$ cat src/mm_ram_pkg.sv
// RAM wrapper shared definitions

package mm_ram_pkg;

    // data port widths
    localparam int DATA_W = 32;
    localparam int BE_W   = DATA_W / 8;
    localparam int ADDR_W = 32;

    // control region
    localparam logic [ADDR_W-1:0] CTRL_BASE = 32'h1500_0000;

    // timer registers sit at the start of the control region
    localparam logic [ADDR_W-1:0] TIMER_MASK_ADDR  = CTRL_BASE;
    localparam logic [ADDR_W-1:0] TIMER_CNT_ADDR   = CTRL_BASE + 32'h4;

    // test status and exit report
    localparam logic [ADDR_W-1:0] TEST_STATUS_ADDR = 32'h2000_0000;
    localparam logic [ADDR_W-1:0] EXIT_ADDR        = 32'h2000_0004;

    // values the software writes to the status register
    localparam logic [DATA_W-1:0] TEST_PASS_CODE = 32'd123456789;
    localparam logic [DATA_W-1:0] TEST_FAIL_CODE = 32'd1;

    // timer interrupt id and enable bit position in the mask register
    localparam logic [4:0] TIMER_IRQ_ID = 5'd7;

    // where an accepted data request was steered
    typedef enum logic [1:0] {
        TGT_RAM,
        TGT_CTRL,
        TGT_NONE
    } data_target_e;

endpackage
$ cat src/data_router.sv
// Data port address router

`timescale 1ns/100ps

module data_router import mm_ram_pkg::*; #(
    parameter int RAM_ADDR_WIDTH = 16
) (
    input  logic                      clk_i,
    input  logic                      rst_ni,

    // data port from the core
    input  logic                      data_req_i,
    input  logic [ADDR_W-1:0]         data_addr_i,
    input  logic                      data_we_i,
    input  logic [BE_W-1:0]           data_be_i,
    input  logic [DATA_W-1:0]         data_wdata_i,
    output logic                      data_gnt_o,
    output logic                      data_rvalid_o,
    output logic [DATA_W-1:0]         data_rdata_o,

    // RAM data port
    output logic                      ram_req_o,
    output logic [RAM_ADDR_WIDTH-1:0] ram_addr_o,
    output logic                      ram_we_o,
    output logic [BE_W-1:0]           ram_be_o,
    output logic [DATA_W-1:0]         ram_wdata_o,
    input  logic [DATA_W-1:0]         ram_rdata_i,

    // control block
    output logic                      ctrl_we_o,
    output logic [ADDR_W-1:0]         ctrl_addr_o,
    output logic [DATA_W-1:0]         ctrl_wdata_o
);

    data_target_e target;
    data_target_e target_q;
    logic         we_q;

    // address decode
    always_comb begin
        if ((data_addr_i >> RAM_ADDR_WIDTH) == '0) begin
            target = TGT_RAM;
        end else if (data_addr_i == TIMER_MASK_ADDR || data_addr_i == TIMER_CNT_ADDR ||
                     data_addr_i == TEST_STATUS_ADDR || data_addr_i == EXIT_ADDR) begin
            target = TGT_CTRL;
        end else begin
            target = TGT_NONE;
        end
    end

    // no wait states on this port
    assign data_gnt_o = data_req_i;

    // steering to the RAM
    assign ram_req_o   = data_req_i && (target == TGT_RAM);
    assign ram_addr_o  = data_addr_i[RAM_ADDR_WIDTH-1:0];
    assign ram_we_o    = data_we_i;
    assign ram_be_o    = data_be_i;
    assign ram_wdata_o = data_wdata_i;

    // control registers only see writes
    assign ctrl_we_o    = data_req_i && data_we_i && (target == TGT_CTRL);
    assign ctrl_addr_o  = data_addr_i;
    assign ctrl_wdata_o = data_wdata_i;

    // every request completes on the next cycle
    always_ff @(posedge clk_i or negedge rst_ni) begin
        if (!rst_ni) begin
            data_rvalid_o <= 1'b0;
            target_q      <= TGT_NONE;
            we_q          <= 1'b0;
        end else begin
            data_rvalid_o <= data_req_i;
            target_q      <= data_req_i ? target : TGT_NONE;
            we_q          <= data_we_i;
        end
    end

    // only RAM reads return data
    assign data_rdata_o = (target_q == TGT_RAM && !we_q) ? ram_rdata_i : '0;

endmodule

$ cat config.mk
export PLATFORM = sky130hd
export DESIGN_NAME = data_router
export DESIGN_NICKNAME = d
export VERILOG_FILES = /design/src/mm_ram_pkg.sv /design/src/data_router.sv
export SDC_FILE = /design/constraint.sdc
export NUM_CORES = 1
export LEC_CHECK = 0
export ABC_CLOCK_PERIOD_IN_PS = 2300
export BUFFER_PORTS_ARGS = -buffer_cell sky130_fd_sc_hd__buf_2
export CORE_AREA = 8 8 94 96
export CTS_BUF_LIST = sky130_fd_sc_hd__clkbuf_16
export CTS_CLUSTER_DIAMETER = 100
export DETAILED_ROUTE_END_ITERATION = 16
export DIE_AREA = 0 0 102 104
export PLACE_DENSITY = 0.68
export SLEW_MARGIN = 0
export SYNTH_ARGS = -nofsm -noshare
export SYNTH_HDL_FRONTEND = slang
export SYNTH_SLANG_ARGS = --single-unit
$ cat constraint.sdc
create_clock -name clk_i -period 2.3 [get_ports clk_i]
set_input_delay 0.46 -clock clk_i [delete_from_list [all_inputs] [get_ports clk_i]]
set_output_delay 0.46 -clock clk_i [all_outputs]
set_load 0.05 [all_outputs]
Word level (Yosys, flattened, before mapping)
Index checks and enable logic that the tools add are counted.
{"block": "classes", "n_eq_ne": 5, "muxes": 4, "reduce_logical": 11}
{"op": "$eq 32x29->1 const B", "n": 2}
{"op": "$eq 32x30->1 const B", "n": 2}
{"op": "$logic_not 32->1", "n": 1}
{"op": "$mux 32", "n": 1}
{"op": "$mux 2", "n": 3}
{"op": "$logic_and 1x1->1", "n": 4}
{"op": "$logic_not 2->1", "n": 2}
{"op": "$logic_or 1x1->1", "n": 3}
{"op": "$eq 2x1->1 const B", "n": 1}
{"op": "$logic_not 1->1", "n": 1}
{"block": "word_totals", "reg_bits": 4, "in_bits": 104, "out_inout_bits": 153, "wordCells": 23}

Depth between registers and ports, before layout
{"block": "logic_depth", "word_depth": 8, "ltp_mapped": 4, "depth_no_buf": 4}

Worst setup path after synthesis
Ideal clock, no wire load.
{"block": "synth_timing", "kind": "input-to-output", "start": "in data_addr_i[25]", "end": "out ram_req_o", "arrival_ns": 1.863, "t_required_ns": 1.840, "setup_slack_ns": -0.023, "path_stages": 4, "cell_sequence": "or4_4 > nor3_4 > inv_1 > nor2_1"}
{"block": "synth_between", "elab_chain_len": 8, "word_cells_on_any_way": 12}
{"item": "from (decl)", "line": "data_router.sv:13", "text": "input logic [ADDR_W-1:0] data_addr_i,"}
{"item": "$eq 32x29->1", "line": "data_router.sv:43", "text": "end else if (data_addr_i == TIMER_MASK_ADDR || data_addr_i == TIMER_CNT_ADDR ||"}
{"item": "$logic_or 1x1->1 (2 in a row)", "line": "data_router.sv:43"}
{"item": "$logic_or 1x1->1", "line": "data_router.sv:44", "text": "data_addr_i == TEST_STATUS_ADDR || data_addr_i == EXIT_ADDR) begin"}
{"item": "$mux 2", "line": "data_router.sv:43"}
{"item": "$mux 2 (*)", "line": "data_router.sv:41", "text": "if ((data_addr_i >> RAM_ADDR_WIDTH) == '0) begin"}
{"item": "$logic_not 2->1 (*)", "line": "data_router.sv:55", "text": "assign ram_req_o = data_req_i && (target == TGT_RAM);"}
{"item": "$logic_and 1x1->1 (*)", "line": "data_router.sv:55"}
{"item": "to (decl)", "line": "data_router.sv:22", "text": "output logic ram_req_o,"}
Mark *: on every way between the ends. The rest lies on a longest branch, timed or not.

Worst setup path after layout
Same ends and word-level chain as after synthesis.

==> results.rst <==
.. list-table::
   :header-rows: 1

   * - Metric
     - Value
   * - Vert. Die Dim
     - 104 um
   * - Die Footprint
     - 0.01061 sq mm
   * - Setup crit end
     - ram_req_o
   * - Ratio of final minimum period to clock period
     - 0.9448
   * - Count of routing violations after the opening detailed-route iteration
     - 8
   * - P&R area growth vs syn
     - 8.288%
   * - Final number of max-transition violations
     - 0
   * - Average wire per standard cell
     - about 15 um
   * - Main synth FF type
     - sky130_fd_sc_hd__dfrtp_1
   * - Number of remaining DRC errors
     - 0
   * - Net Switching
     - 0.2664 mW
   * - Power share of the sequential group
     - 0.115
   * - CP max FO
     - 3
   * - Commonest non-fill, non-tap cell in the layout
     - sky130_fd_sc_hd__buf_2
   * - Nets in the synthesized netlist
     - 283
   * - # IOs
     - 257
   * - Number of enable-type register cells in the synthesized netlist
     - 0
   * - Number of instances in the placed design
     - 313
   * - Library cells used by synthesis
     - 19
   * - Final design utilization
     - 0.1998
   * - Cts hold-fix bufs
     - 0
   * - GRT Util Overall
     - 0.07657
   * - Post-synth ARST share
     - 1.000
   * - Max Buffers Root-to-Sink
     - 2
   * - Cell area after technology mapping
     - 0.001374 sq mm
   * - Accumulated negative setup slack
     - 0 ns
   * - Antenna diode count
     - 0
   * - Antenna violations before repair
     - 0
   * - FF+latch count, synth
     - 4
   * - Maximum number of pins on one net before global-route repair
     - 33
   * - Per-instance average area after synthesis
     - 7.675 sq um
   * - Worst setup startpoint
     - data_addr_i[25]
   * - Via count of the first global-routing pass
     - 1394
   * - Multi-input gate area in the final layout
     - around 400 sq um
   * - Total of endpoints with negative setup slack in the final report
     - 0
   * - Total half-perimeter wirelength after legalization and detailed placement
     - 4188 um
   * - Via density per instance
     - 3.637
   * - Top library cells by usage in the layout, fill and taps aside
     - sky130_fd_sc_hd__buf_2, sky130_fd_sc_hd__and2_1, sky130_fd_sc_hd__buf_4
   * - Cells resized by post-CTS repair
     - 1
   * - Area leader, netlist
     - sky130_fd_sc_hd__buf_4
   * - Non-filler cells in the finished layout
     - 317
   * - Drt total wl
     - 4626 um
   * - Vias after detailed routing
     - ~1200
   * - Clock transition time at the flip-flop clock pins of the worst setup and hold paths
     - around 0.030 ns
   * - Leading cell types by total area after synthesis
     - sky130_fd_sc_hd__buf_4, sky130_fd_sc_hd__and2_1, sky130_fd_sc_hd__dfrtp_1
   * - # Max-Cap Violations
     - 0
   * - TritonCTS clock tree
     - built
   * - Synth Warn #
     - 0
   * - Classification of the worst setup path
     - in -> out
   * - Endpoint required time on the critical path
     - about 1.8 ns
   * - Largest vdd supply drop
     - 282.9 uV
   * - Time the final worst path needs with I/O delays and setup
     - roughly 2.2 ns
   * - Switching share of total power
     - 0.4169
   * - Nature of the critical path endpoint
     - output port
   * - Number of clock sinks
     - 4
   * - Worst hold path type
     - in -> async
   * - Synth Instances
     - 179
   * - Buffer cell driving the clock tree root
     - sky130_fd_sc_hd__clkbuf_16
   * - Quantity of I/O buffers inserted on ports
     - 149
   * - Part of the total power dissipated in the clock network
     - 0.433
   * - Combinational fraction of design power
     - 0.452
   * - Fmax
     - ~0.46 GHz
   * - Number of H-tree branching levels
     - 1
   * - Total overflow reported by the global router
     - 0
   * - Setup repair after global routing missed its margin
     - false
   * - Layout net count
     - 320
   * - Initial Util
     - 0.1845
   * - Power density normalized to cell area
     - approximately 430 mW/mm^2
   * - Width of the chip
     - slightly above 100 um
   * - Area of the placeable core
     - about 0.0074 sq mm
   * - Number of placement rows
     - 32
   * - Data arrival time of the critical path
     - 1.71 ns
   * - Result of the run
     - finished clean
   * - Final hold violations
     - 0
   * - Sequential fraction of the synthesis area
     - 0.07377
   * - Fraction of synthesized cell area taken by the top area cell type
     - 0.6448
   * - Flip-flop and latch area
     - 101.3 sq um
   * - Slew of the pin with the lowest slew margin
     - approximately 0.26 ns
   * - First-pass iteration count of the detailed router
     - 2
   * - Startpoint type of the worst setup path
     - input pin
   * - TritonCTS Buffers
     - 3
   * - Global-route wire length before repair
     - 6610 um
   * - Setup Buffers After CTS
     - 0
   * - Ratio of cells with drive above 1 in the final layout
     - 0.7767
   * - Post-route ant nets
     - 0
   * - # fillers
     - about 850
   * - Static leakage
     - a little under 0.9 nW
   * - Slew margin rel.
     - 0.8240
   * - Hold slack final
     - 0.02948 ns
   * - Pint
     - 0.3726 mW
   * - Final GP Congestion
     - ~0.73
[area by class of cell]
| type | count | share of cell area |
|---|---|---|
| sequential | 4 | 0.06812 |
| multi-input combinational | 53 | 0.2675 |
| tap | 102 | 0.08579 |
| timing repair buffer | 153 | 0.5231 |
| clock buffer | 3 | 0.05046 |
| inverter | 1 | 0.002523 |
| clock inverter | 1 | 0.002523 |
[per-layer routing]
layer | wire, um | global-route usage | part of all wire | up-vias
met5 | 0 | 0 | 0 | -
met4 | 121 | 0.02833 | 0.026 | 0
met3 | 778 | 0.04618 | 0.17 | 19
met2 | 2206 | 0.1347 | 0.48 | 142
met1 | 1521 | 0.06923 | 0.33 | 475
li1 | - | - | - | 517
[power by group through the flow]
stage	combinational (mW)	sequential [mW]	clock (mW)
CTS	0.290	0.0733	0.280
global placement	0.286	0.0742	0
finish	0.289	0.0733	0.277
detailed placement	0.290	0.0741	0
floorplan	0.560	0.0772	0
global route	0.303	0.0735	0.288
[how the worst min path moves through the flow]
stage               slack [ns]   start  cells after the start             to
floorplan                 0.16  rst_ni                      0  data_rvalid_o
global placement          0.27  rst_ni                      1  data_rvalid_o
detailed placement        0.27  rst_ni                      1  data_rvalid_o
CTS                       0.03  rst_ni                      1           we_q
global route              0.03  rst_ni                      1           we_q
finish                    0.03  rst_ni                      1           we_q
[worst max-delay path, cell delays in order]
cell and delay (ns):
sky130_fd_sc_hd__buf_2 0.11, sky130_fd_sc_hd__or4_4 0.54, sky130_fd_sc_hd__nor3_4 0.18, sky130_fd_sc_hd__inv_1 0.07, sky130_fd_sc_hd__nor2_2 0.09, sky130_fd_sc_hd__buf_2 0.26
[per-stage QoR]
| stage | setup slack (ns) | area [sq um] | total power, mW |
|---|---|---|---|
| floorplan | 0.1882 | 1376 | 0.6372 |
| global placement | 0.05365 | 1388 | 0.3602 |
| detailed placement | -0.001954 | 1388 | 0.3638 |
| CTS | 0.05665 | 1469 | 0.6441 |
| global route | 0.03980 | 1488 | 0.6648 |
| finish | 0.1270 | 1488 | 0.6390 |
[Yosys cell counts, types with 2 or more instances]
library cell / instances
sky130_fd_sc_hd__buf_4: 118
sky130_fd_sc_hd__and2_1: 33
sky130_fd_sc_hd__clkbuf_1: 3
sky130_fd_sc_hd__dfrtp_1: 3
sky130_fd_sc_hd__nor2_1: 3
sky130_fd_sc_hd__nor3_1: 3
sky130_fd_sc_hd__nor4_1: 3
sky130_fd_sc_hd__nand3_1: 2
[kinds of logic after synthesis]
| group | count (synthesis) | share of synthesized area |
|---|---|---|
| compound gates | 2 | 0.01093 |
| buf+inv | 122 | 0.6557 |
| simple gates | 51 | 0.2596 |
| flops | 4 | 0.07377 |
[flip-flops by register name, summed over array words and instances (netlist names)]
name           count
data_rvalid_o      1
target_q           2
we_q               1
(Power assumes the default switching activity.)
