$ cat config.mk
export PLATFORM = sky130hd
export DESIGN_NAME = sim_ctrl
export DESIGN_NICKNAME = d
export VERILOG_FILES = /design/src/mm_ram_pkg.sv /design/src/sim_ctrl.sv
export SDC_FILE = /design/constraint.sdc
export NUM_CORES = 1
export LEC_CHECK = 0
export BUFFER_PORTS_ARGS = -buffer_cell sky130_fd_sc_hd__buf_2
export CAP_MARGIN = 25
export CELL_PAD_IN_SITES_DETAIL_PLACEMENT = 0
export CELL_PAD_IN_SITES_GLOBAL_PLACEMENT = 2
export CORE_MARGIN = 1
export CORE_UTILIZATION = 28
export CTS_CLUSTER_DIAMETER = 30
export CTS_CLUSTER_SIZE = 12
export DETAILED_ROUTE_END_ITERATION = 10
export PLACE_DENSITY_LB_ADDON = 0.1
export SLEW_MARGIN = 5
export SYNTH_ARGS = -nofsm -noshare
export SYNTH_HDL_FRONTEND = slang
export SYNTH_SLANG_ARGS = --single-unit
export TNS_END_PERCENT = 100
$ cat constraint.sdc
create_clock -name clk_i -period 2.2 [get_ports clk_i]
set_input_delay 0.33 -clock clk_i [delete_from_list [all_inputs] [get_ports clk_i]]
set_output_delay 0.33 -clock clk_i [all_outputs]
set_load 0.01 [all_outputs]
$ cat src/mm_ram_pkg.sv
// RAM wrapper shared definitions

package mm_ram_pkg;

    // data port widths
    localparam int DATA_W = 32;
    localparam int BE_W   = DATA_W / 8;
    localparam int ADDR_W = 32;

    // control region
    localparam logic [ADDR_W-1:0] CTRL_BASE = 32'h1500_0000;

    // timer registers sit at the start of the control region
    localparam logic [ADDR_W-1:0] TIMER_MASK_ADDR  = CTRL_BASE;
    localparam logic [ADDR_W-1:0] TIMER_CNT_ADDR   = CTRL_BASE + 32'h4;

    // test status and exit report
    localparam logic [ADDR_W-1:0] TEST_STATUS_ADDR = 32'h2000_0000;
    localparam logic [ADDR_W-1:0] EXIT_ADDR        = 32'h2000_0004;

    // values the software writes to the status register
    localparam logic [DATA_W-1:0] TEST_PASS_CODE = 32'd123456789;
    localparam logic [DATA_W-1:0] TEST_FAIL_CODE = 32'd1;

    // timer interrupt id and enable bit position in the mask register
    localparam logic [4:0] TIMER_IRQ_ID = 5'd7;

    // where an accepted data request was steered
    typedef enum logic [1:0] {
        TGT_RAM,
        TGT_CTRL,
        TGT_NONE
    } data_target_e;

endpackage
$ cat src/sim_ctrl.sv
// Simulation control block

`timescale 1ns/100ps

module sim_ctrl import mm_ram_pkg::*; (
    input  logic              clk_i,
    input  logic              rst_ni,

    // register writes from the data router
    input  logic              ctrl_we_i,
    input  logic [ADDR_W-1:0] ctrl_addr_i,
    input  logic [DATA_W-1:0] ctrl_wdata_i,

    // interrupt acknowledge from the core
    input  logic              irq_ack_i,
    input  logic [4:0]        irq_id_i,

    output logic              irq_timer_o,
    output logic              tests_passed_o,
    output logic              tests_failed_o,
    output logic              exit_valid_o,
    output logic [DATA_W-1:0] exit_value_o
);

    logic              mask_we;
    logic              cnt_we;
    logic              status_we;
    logic              exit_we;
    logic              timer_we;
    logic              timer_ack;

    logic              timer_en_q;
    logic [DATA_W-1:0] timer_cnt_q;

    // register select
    always_comb begin
        mask_we   = 1'b0;
        cnt_we    = 1'b0;
        status_we = 1'b0;
        exit_we   = 1'b0;
        if (ctrl_we_i) begin
            case (ctrl_addr_i)
                TIMER_MASK_ADDR:  mask_we   = 1'b1;
                TIMER_CNT_ADDR:   cnt_we    = 1'b1;
                TEST_STATUS_ADDR: status_we = 1'b1;
                EXIT_ADDR:        exit_we   = 1'b1;
                default: ;
            endcase
        end
    end

    // either timer register being written holds the countdown for that cycle
    assign timer_we  = mask_we || cnt_we;
    assign timer_ack = irq_ack_i && (irq_id_i == TIMER_IRQ_ID);

    // single-cycle status and exit pulses
    always_ff @(posedge clk_i or negedge rst_ni) begin
        if (!rst_ni) begin
            tests_passed_o <= 1'b0;
            tests_failed_o <= 1'b0;
            exit_valid_o   <= 1'b0;
        end else begin
            tests_passed_o <= status_we && (ctrl_wdata_i == TEST_PASS_CODE);
            tests_failed_o <= status_we && (ctrl_wdata_i == TEST_FAIL_CODE);
            exit_valid_o   <= exit_we;
        end
    end

    // exit value register loaded by each exit write
    always_ff @(posedge clk_i) begin
        if (exit_we) begin
            exit_value_o <= ctrl_wdata_i;
        end
    end

    // countdown timer
    always_ff @(posedge clk_i or negedge rst_ni) begin
        if (!rst_ni) begin
            timer_en_q  <= 1'b0;
            timer_cnt_q <= '0;
            irq_timer_o <= 1'b0;
        end else begin
            if (mask_we) begin
                timer_en_q <= ctrl_wdata_i[TIMER_IRQ_ID];
            end

            if (cnt_we) begin
                timer_cnt_q <= ctrl_wdata_i;
            end else if (!timer_we && timer_cnt_q != '0) begin
                timer_cnt_q <= timer_cnt_q - 1'b1;
            end

            // fire on the step from 1 to 0
            // an ack wins over a new expiry
            if (timer_ack) begin
                irq_timer_o <= 1'b0;
            end else if (!timer_we && timer_cnt_q == DATA_W'(1) && timer_en_q) begin
                irq_timer_o <= 1'b1;
            end
        end
    end

endmodule

; After elaboration in Yosys (flattened, before gate mapping)
; Cells that the tools add are included.
[totals]
ff_bits = 69
in_bits = 73
wordCells = 39
[classes]
add_sub_neg = 1
eq_ne = 8
n_mux = 12
n_reduce_logical = 11
[ops]
columns = op, n
row1 = == test 32 x 1 -> 1 bit (second input constant), 2
row2 = == test 32 x 29 -> 1 bit (second input constant), 2
row3 = == test 32 x 30 -> 1 bit (second input constant), 2
row4 = 2-to-1 mux 32 bit, 2
row5 = == test 32 x 27 -> 1 bit (second input constant), 1
row6 = nonzero test 32 bit, 1
row7 = subtractor 32 x 1 -> 32 bit (second input constant), 1
row8 = 2-to-1 mux 1 bit, 10
row9 = logical AND 1 bit, 6
row10 = == test 5 x 3 -> 1 bit (second input constant), 1
row11 = nonzero test 2 bit, 2
row12 = zero test 1 bit, 1
row13 = logical OR 1 bit, 1

; Logic depth before layout (Yosys ltp)
[depth]
depth_word = 9
depth_mapped = 9

; Worst setup path after synthesis
; Ideal clock, no wire load.
[synth_path]
path_kind = in2reg
from = input port ctrl_addr_i[24]
to = register exit_value_o[0], enable pin
t_arrival_ps = 2158
setup_slack_ps = -351
cell_stages = 3
path_buffers = 0
cell_sequence = or4b_2 -> nor4_1 -> and3_1
[synth_between]
elab_chain_cells = 3
[synth_lines]
columns = item, line_no
row1 = from (decl), sim_ctrl.sv:11  ; input logic [ADDR_W-1:0] ctrl_addr_i,
row2 = == test 32 x 30 -> 1 bit, sim_ctrl.sv:42  ; case (ctrl_addr_i)
row3 = 2-to-1 mux 1 bit, sim_ctrl.sv:42
row4 = 2-to-1 mux 1 bit, sim_ctrl.sv:41  ; if (ctrl_we_i) begin
row5 = via exit_we, sim_ctrl.sv:28  ; logic exit_we;
row6 = to (signal assigned), sim_ctrl.sv:72  ; exit_value_o <= ctrl_wdata_i;
row7 = to (decl), sim_ctrl.sv:22  ; output logic [DATA_W-1:0] exit_value_o
; The timed path passes the listed nets, and every way through them passes these cells.
; A chain may end at the register's enable or synchronous reset.

; Worst setup path in the final report
[layout_path]
from = register timer_cnt_q[1]
to = register timer_cnt_q[29]
[layout_between]
elab_chain_cells = 3
word_cells_on_any_way = 6
cone_classes = 1 x add/sub / 2 x mux / 3 x reduce/logical
[layout_lines]
columns = item, line_no
row1 = from (decl), sim_ctrl.sv:33  ; logic [DATA_W-1:0] timer_cnt_q;
row2 = from (signal assigned), sim_ctrl.sv:88  ; timer_cnt_q <= ctrl_wdata_i;
row3 = from (signal assigned), sim_ctrl.sv:90  ; timer_cnt_q <= timer_cnt_q - 1'b1;
row4 = subtractor 32 x 1 -> 32 bit / nonzero test 32 bit (equally long branches), "sim_ctrl.sv:90, sim_ctrl.sv:89"
row5 = 2-to-1 mux 32 bit / logical AND 1 bit (equally long branches), sim_ctrl.sv:89  ; end else if (!timer_we && timer_cnt_q != '0) begin
row6 = 2-to-1 mux 32 bit / nonzero test 2 bit (equally long branches), --
; Parallel ways exist; a longest one is shown, timed or not. The select of a mux whose other input is x is not followed.

==> summary.txt <==
Status
  – Status: complete, but fails checks
  – Violated checks: design-rule violations, negative setup slack

Global routing
  – First-pass GRT wire length: 17200 um
  – Total track usage: 17.9%
  – Largest net degree at the start of global routing: 24
  – Initial antenna violation count: 0
  – Number of global-route vias before repair: 3222
  – Gr ovfl total: 0

Synth
  – Synth Flop Type: dfrtp_1
  – Net Count, Synth: 377
  – Post-synthesis mux area share: 1.83%
  – Area contributors post-synth: edfxtp_1, dfrtp_1, nor4_1
  – Synth cell types: 57
  – Simple-gate share of the synthesized area: 26.2%
  – Synthesized cell area: 3360 sq um
  – Synthesized-area fraction occupied by xor and xnor cells: 0.261%
  – Yosys top cell area share: 28.6%
  – Adder-cell share of the synthesized area: 0.745%
  – Compound-Gate Fraction of Synth Area: 12.3%
  – Largest family of logic cells by synthesized area: simple AND/OR/NAND/NOR gates
  – Post-synth EDFFs: 32
  – Syn Inst Count: 302
  – Sequential fraction of the synthesis area: 56.2%
  – Synthesized area per cell: 11.1 sq um
  – Seq cells post-synth: 69
  – Top-count cell post-synth: dfrtp_1
  – Ys async rst share: 53.6%
  – Commonest cells post-synth: dfrtp_1, edfxtp_1, nand2_1
  – Yosys top cell by area: edfxtp_1
  – Syn. warnings: 0

Final layout
  – Final core occ: 43.8%
  – Synthesis-to-finish area growth: 50.9%
  – Nets@finish: 562
  – Antenna Cells: 0
  – Layout cells sized above 1: 47.6%
  – Fin cells: 635

Clock tree
  – Clock transition at path regs: 0.06 ns
  – Num CTS Buffers: 9
  – CTS Root Cell: clkbuf_16
  – Clock Path Buffers: 2
  – H-Tree Depth: 3
  – Worst-Skew Late Latency: 0.33 ns
  – CTS tree: yes
  – Clock sinks: 69

Critical path
  – Worst Path Max Fanout: 5
  – Reg-to-reg startpoint: timer_cnt_q[1]$_DFFE_PN0P_
  – Critical Path Start: timer_cnt_q[1]$_DFFE_PN0P_
  – Worst Path Arrival: 2.45 ns
  – Reg2Reg Capture Point: timer_cnt_q[29]$_DFFE_PN0P_
  – Startpoint Class: flop
  – Setup slack, reg-to-reg: -0.03 ns
  – Crit path kind: flop to flop
  – Req. time, crit path: 2.42 ns
  – CP Capture Point: timer_cnt_q[29]$_DFFE_PN0P_
  – FF-to-FF path depth: 6
  – Endpoint type of the worst setup path: flop

Die
  – Die W: 111 um
  – Initial Util: 29.0%
  – Die area: 12400 sq um
  – Chip Height: 111 um
  – Boundary pin count: 109
  – Num rows: 39
  – Core area: 11600 sq um

STA
  – Unrepaired setup endpoints after global routing: true
  – Final period util: 101%
  – Relative slew margins: 66.7%
  – # setup viols final: 1
  – Hold Violations, Final: 0
  – Final critical-path required period: 2.23 ns
  – Clock skew: 0.00507 ns
  – Fin. max-slew vios: 0
  – Worst-Margin Slew: 0.495 ns
  – Peak Freq: 448 MHz
  – Final worst slack: -0.0306 ns
  – Setup TNS: -0.0306 ns

Power
  – Power Dens Cells: 563 nW/um^2
  – Leakage: 2.16 nW
  – Sw Ratio: 21.8%
  – Pint: 2.23 mW
  – Total Power: 2.85 mW
  – VDD IR max: 0.000282 V
  – Sw power: 0.620 mW
  – Register share of total power: 47.4%
  – Clk pwr share: 48.1%
  – Comb power frac: 4.5%

Drt
  – Drc violations: 8
  – Routed WL per cell: 17.3 um
  – Via count: 3294
  – Routed Antenna Nets: 0
  – Routed WL: 11000 um
  – Drt initial violations: 193
  – Vias/cell: 5.19
  – First-pass DRT Iterations: 9

Placement
  – Post-DP HPWL: 8110 um
  – RePlAce Congestion: 0.796
  – # port buffers: 108
  – Cells after DPL: 610

Min path
  – Hold Path Class: input pin to flop

Job
  – Max-Cap Viols: 0
## power groups by stage
stage,combinational (mW),clock (mW),sequential [mW]
after floorplan,0.0151,0,1.38
after global placement,0.129,0,1.38
after detailed placement,0.130,0,1.38
after CTS,0.132,1.39,1.35
after global routing,0.144,1.44,1.35
final,0.128,1.37,1.35
## state kept, by name (all words and copies together) (netlist names)
signal and count:
exit_value_o 32, timer_en_q 1, timer_cnt_q 32, tests_passed_o 1
exit_valid_o 1, irq_timer_o 1, tests_failed_o 1
## worst max-delay path, stage by stage (launching register included)
cell and delay, ns:
dfrtp_2 0.44, nor4_4 0.34, nand3_2 0.14, or3_4 0.41
nand3b_4 0.21, o311a_1 0.34, a211o_1 0.22
## cell usage in the layout (no fill, tap or decap), types with 3 or more instances in the layout
cell and n:
and3_1 5, a221o_1 3, o21ai_0 5, inv_1 3
nand3_2 3, clkbuf_16 9, nor3_1 13, or4_1 7
nand4_1 8, nor4_1 21, nand3_1 10, o211ai_1 12
a21oi_1 4, or3_1 8, a211oi_2 3, o311ai_0 4
nor2_1 22, dfrtp_1 35, mux2i_1 5, edfxtp_1 32
a22oi_1 4, buf_2 108, a211o_1 4, nand2_1 25
buf_4 71, buf_6 4
## how the worst min path moves through the flow
stage | start | end | slack, ns | cells past startpoint
2_1_floorplan | rst_ni | exit_valid_o$_DFF_PN0_ | 0.03 | 0
3_3_place_gp | rst_ni | timer_cnt_q[20]$_DFFE_PN0P_ | 0.30 | 1
3_5_place_dp | rst_ni | timer_cnt_q[20]$_DFFE_PN0P_ | 0.30 | 1
4_1_cts | irq_id_i[0] | irq_timer_o$_DFFE_PN0P_ | 0.17 | 2
5_1_grt | irq_id_i[0] | irq_timer_o$_DFFE_PN0P_ | 0.21 | 2
6_report | irq_id_i[0] | irq_timer_o$_DFFE_PN0P_ | 0.18 | 2
## layer usage
metal	global-route usage, %	vias up	part of all wire (%)
met5	0	-	0
met4	5.50	0	0.99
met3	3.65	9	6.6
met2	28.5	137	46
met1	24.5	1573	47
li1	-	1575	-
## final cells by class
cell class | count | area [sq um]
Fill cell | 1134 | 6500
Sequential cell | 69 | 1890
Multi-Input combinational cell | 218 | 1540
Timing Repair Buffer | 186 | 1170
Clock buffer | 12 | 256
Tap cell | 143 | 179
Clock inverter | 4 | 22.5
Inverter | 3 | 11.3
## metrics by stage
step	setup WS, ns	cell area (sq um)	hold WS (ns)
finish	-0.0306	5060	0.176
global route	-0.0913	5060	0.205
CTS	-0.0214	4920	0.172
detailed placement	-0.154	4590	0.295
global placement	-0.149	4590	0.305
floorplan	-0.00821	3390	0.0344
## repair_timing
action                     CTS  global route
gates cloned                 1             1
buffers inserted             1             5
hold buffers                 1             0
pin swaps                    1             4
setup endpoints to repair    7            21
hold endpoints to repair    15             0
gates resized for setup      7            20
## logic make-up (layout without fill, tap and decap cells)
family	Yosys count	in the layout
multiplexers	6	6
AO/OA/AOI/OAI	54	54
XOR/XNOR	1	1
adder cells (fa/ha/maj)	2	2
buffers and inverters	17	205
flip-flops	69	69
AND/OR/NAND/NOR	153	155
Power figures use the tool's default switching activity.
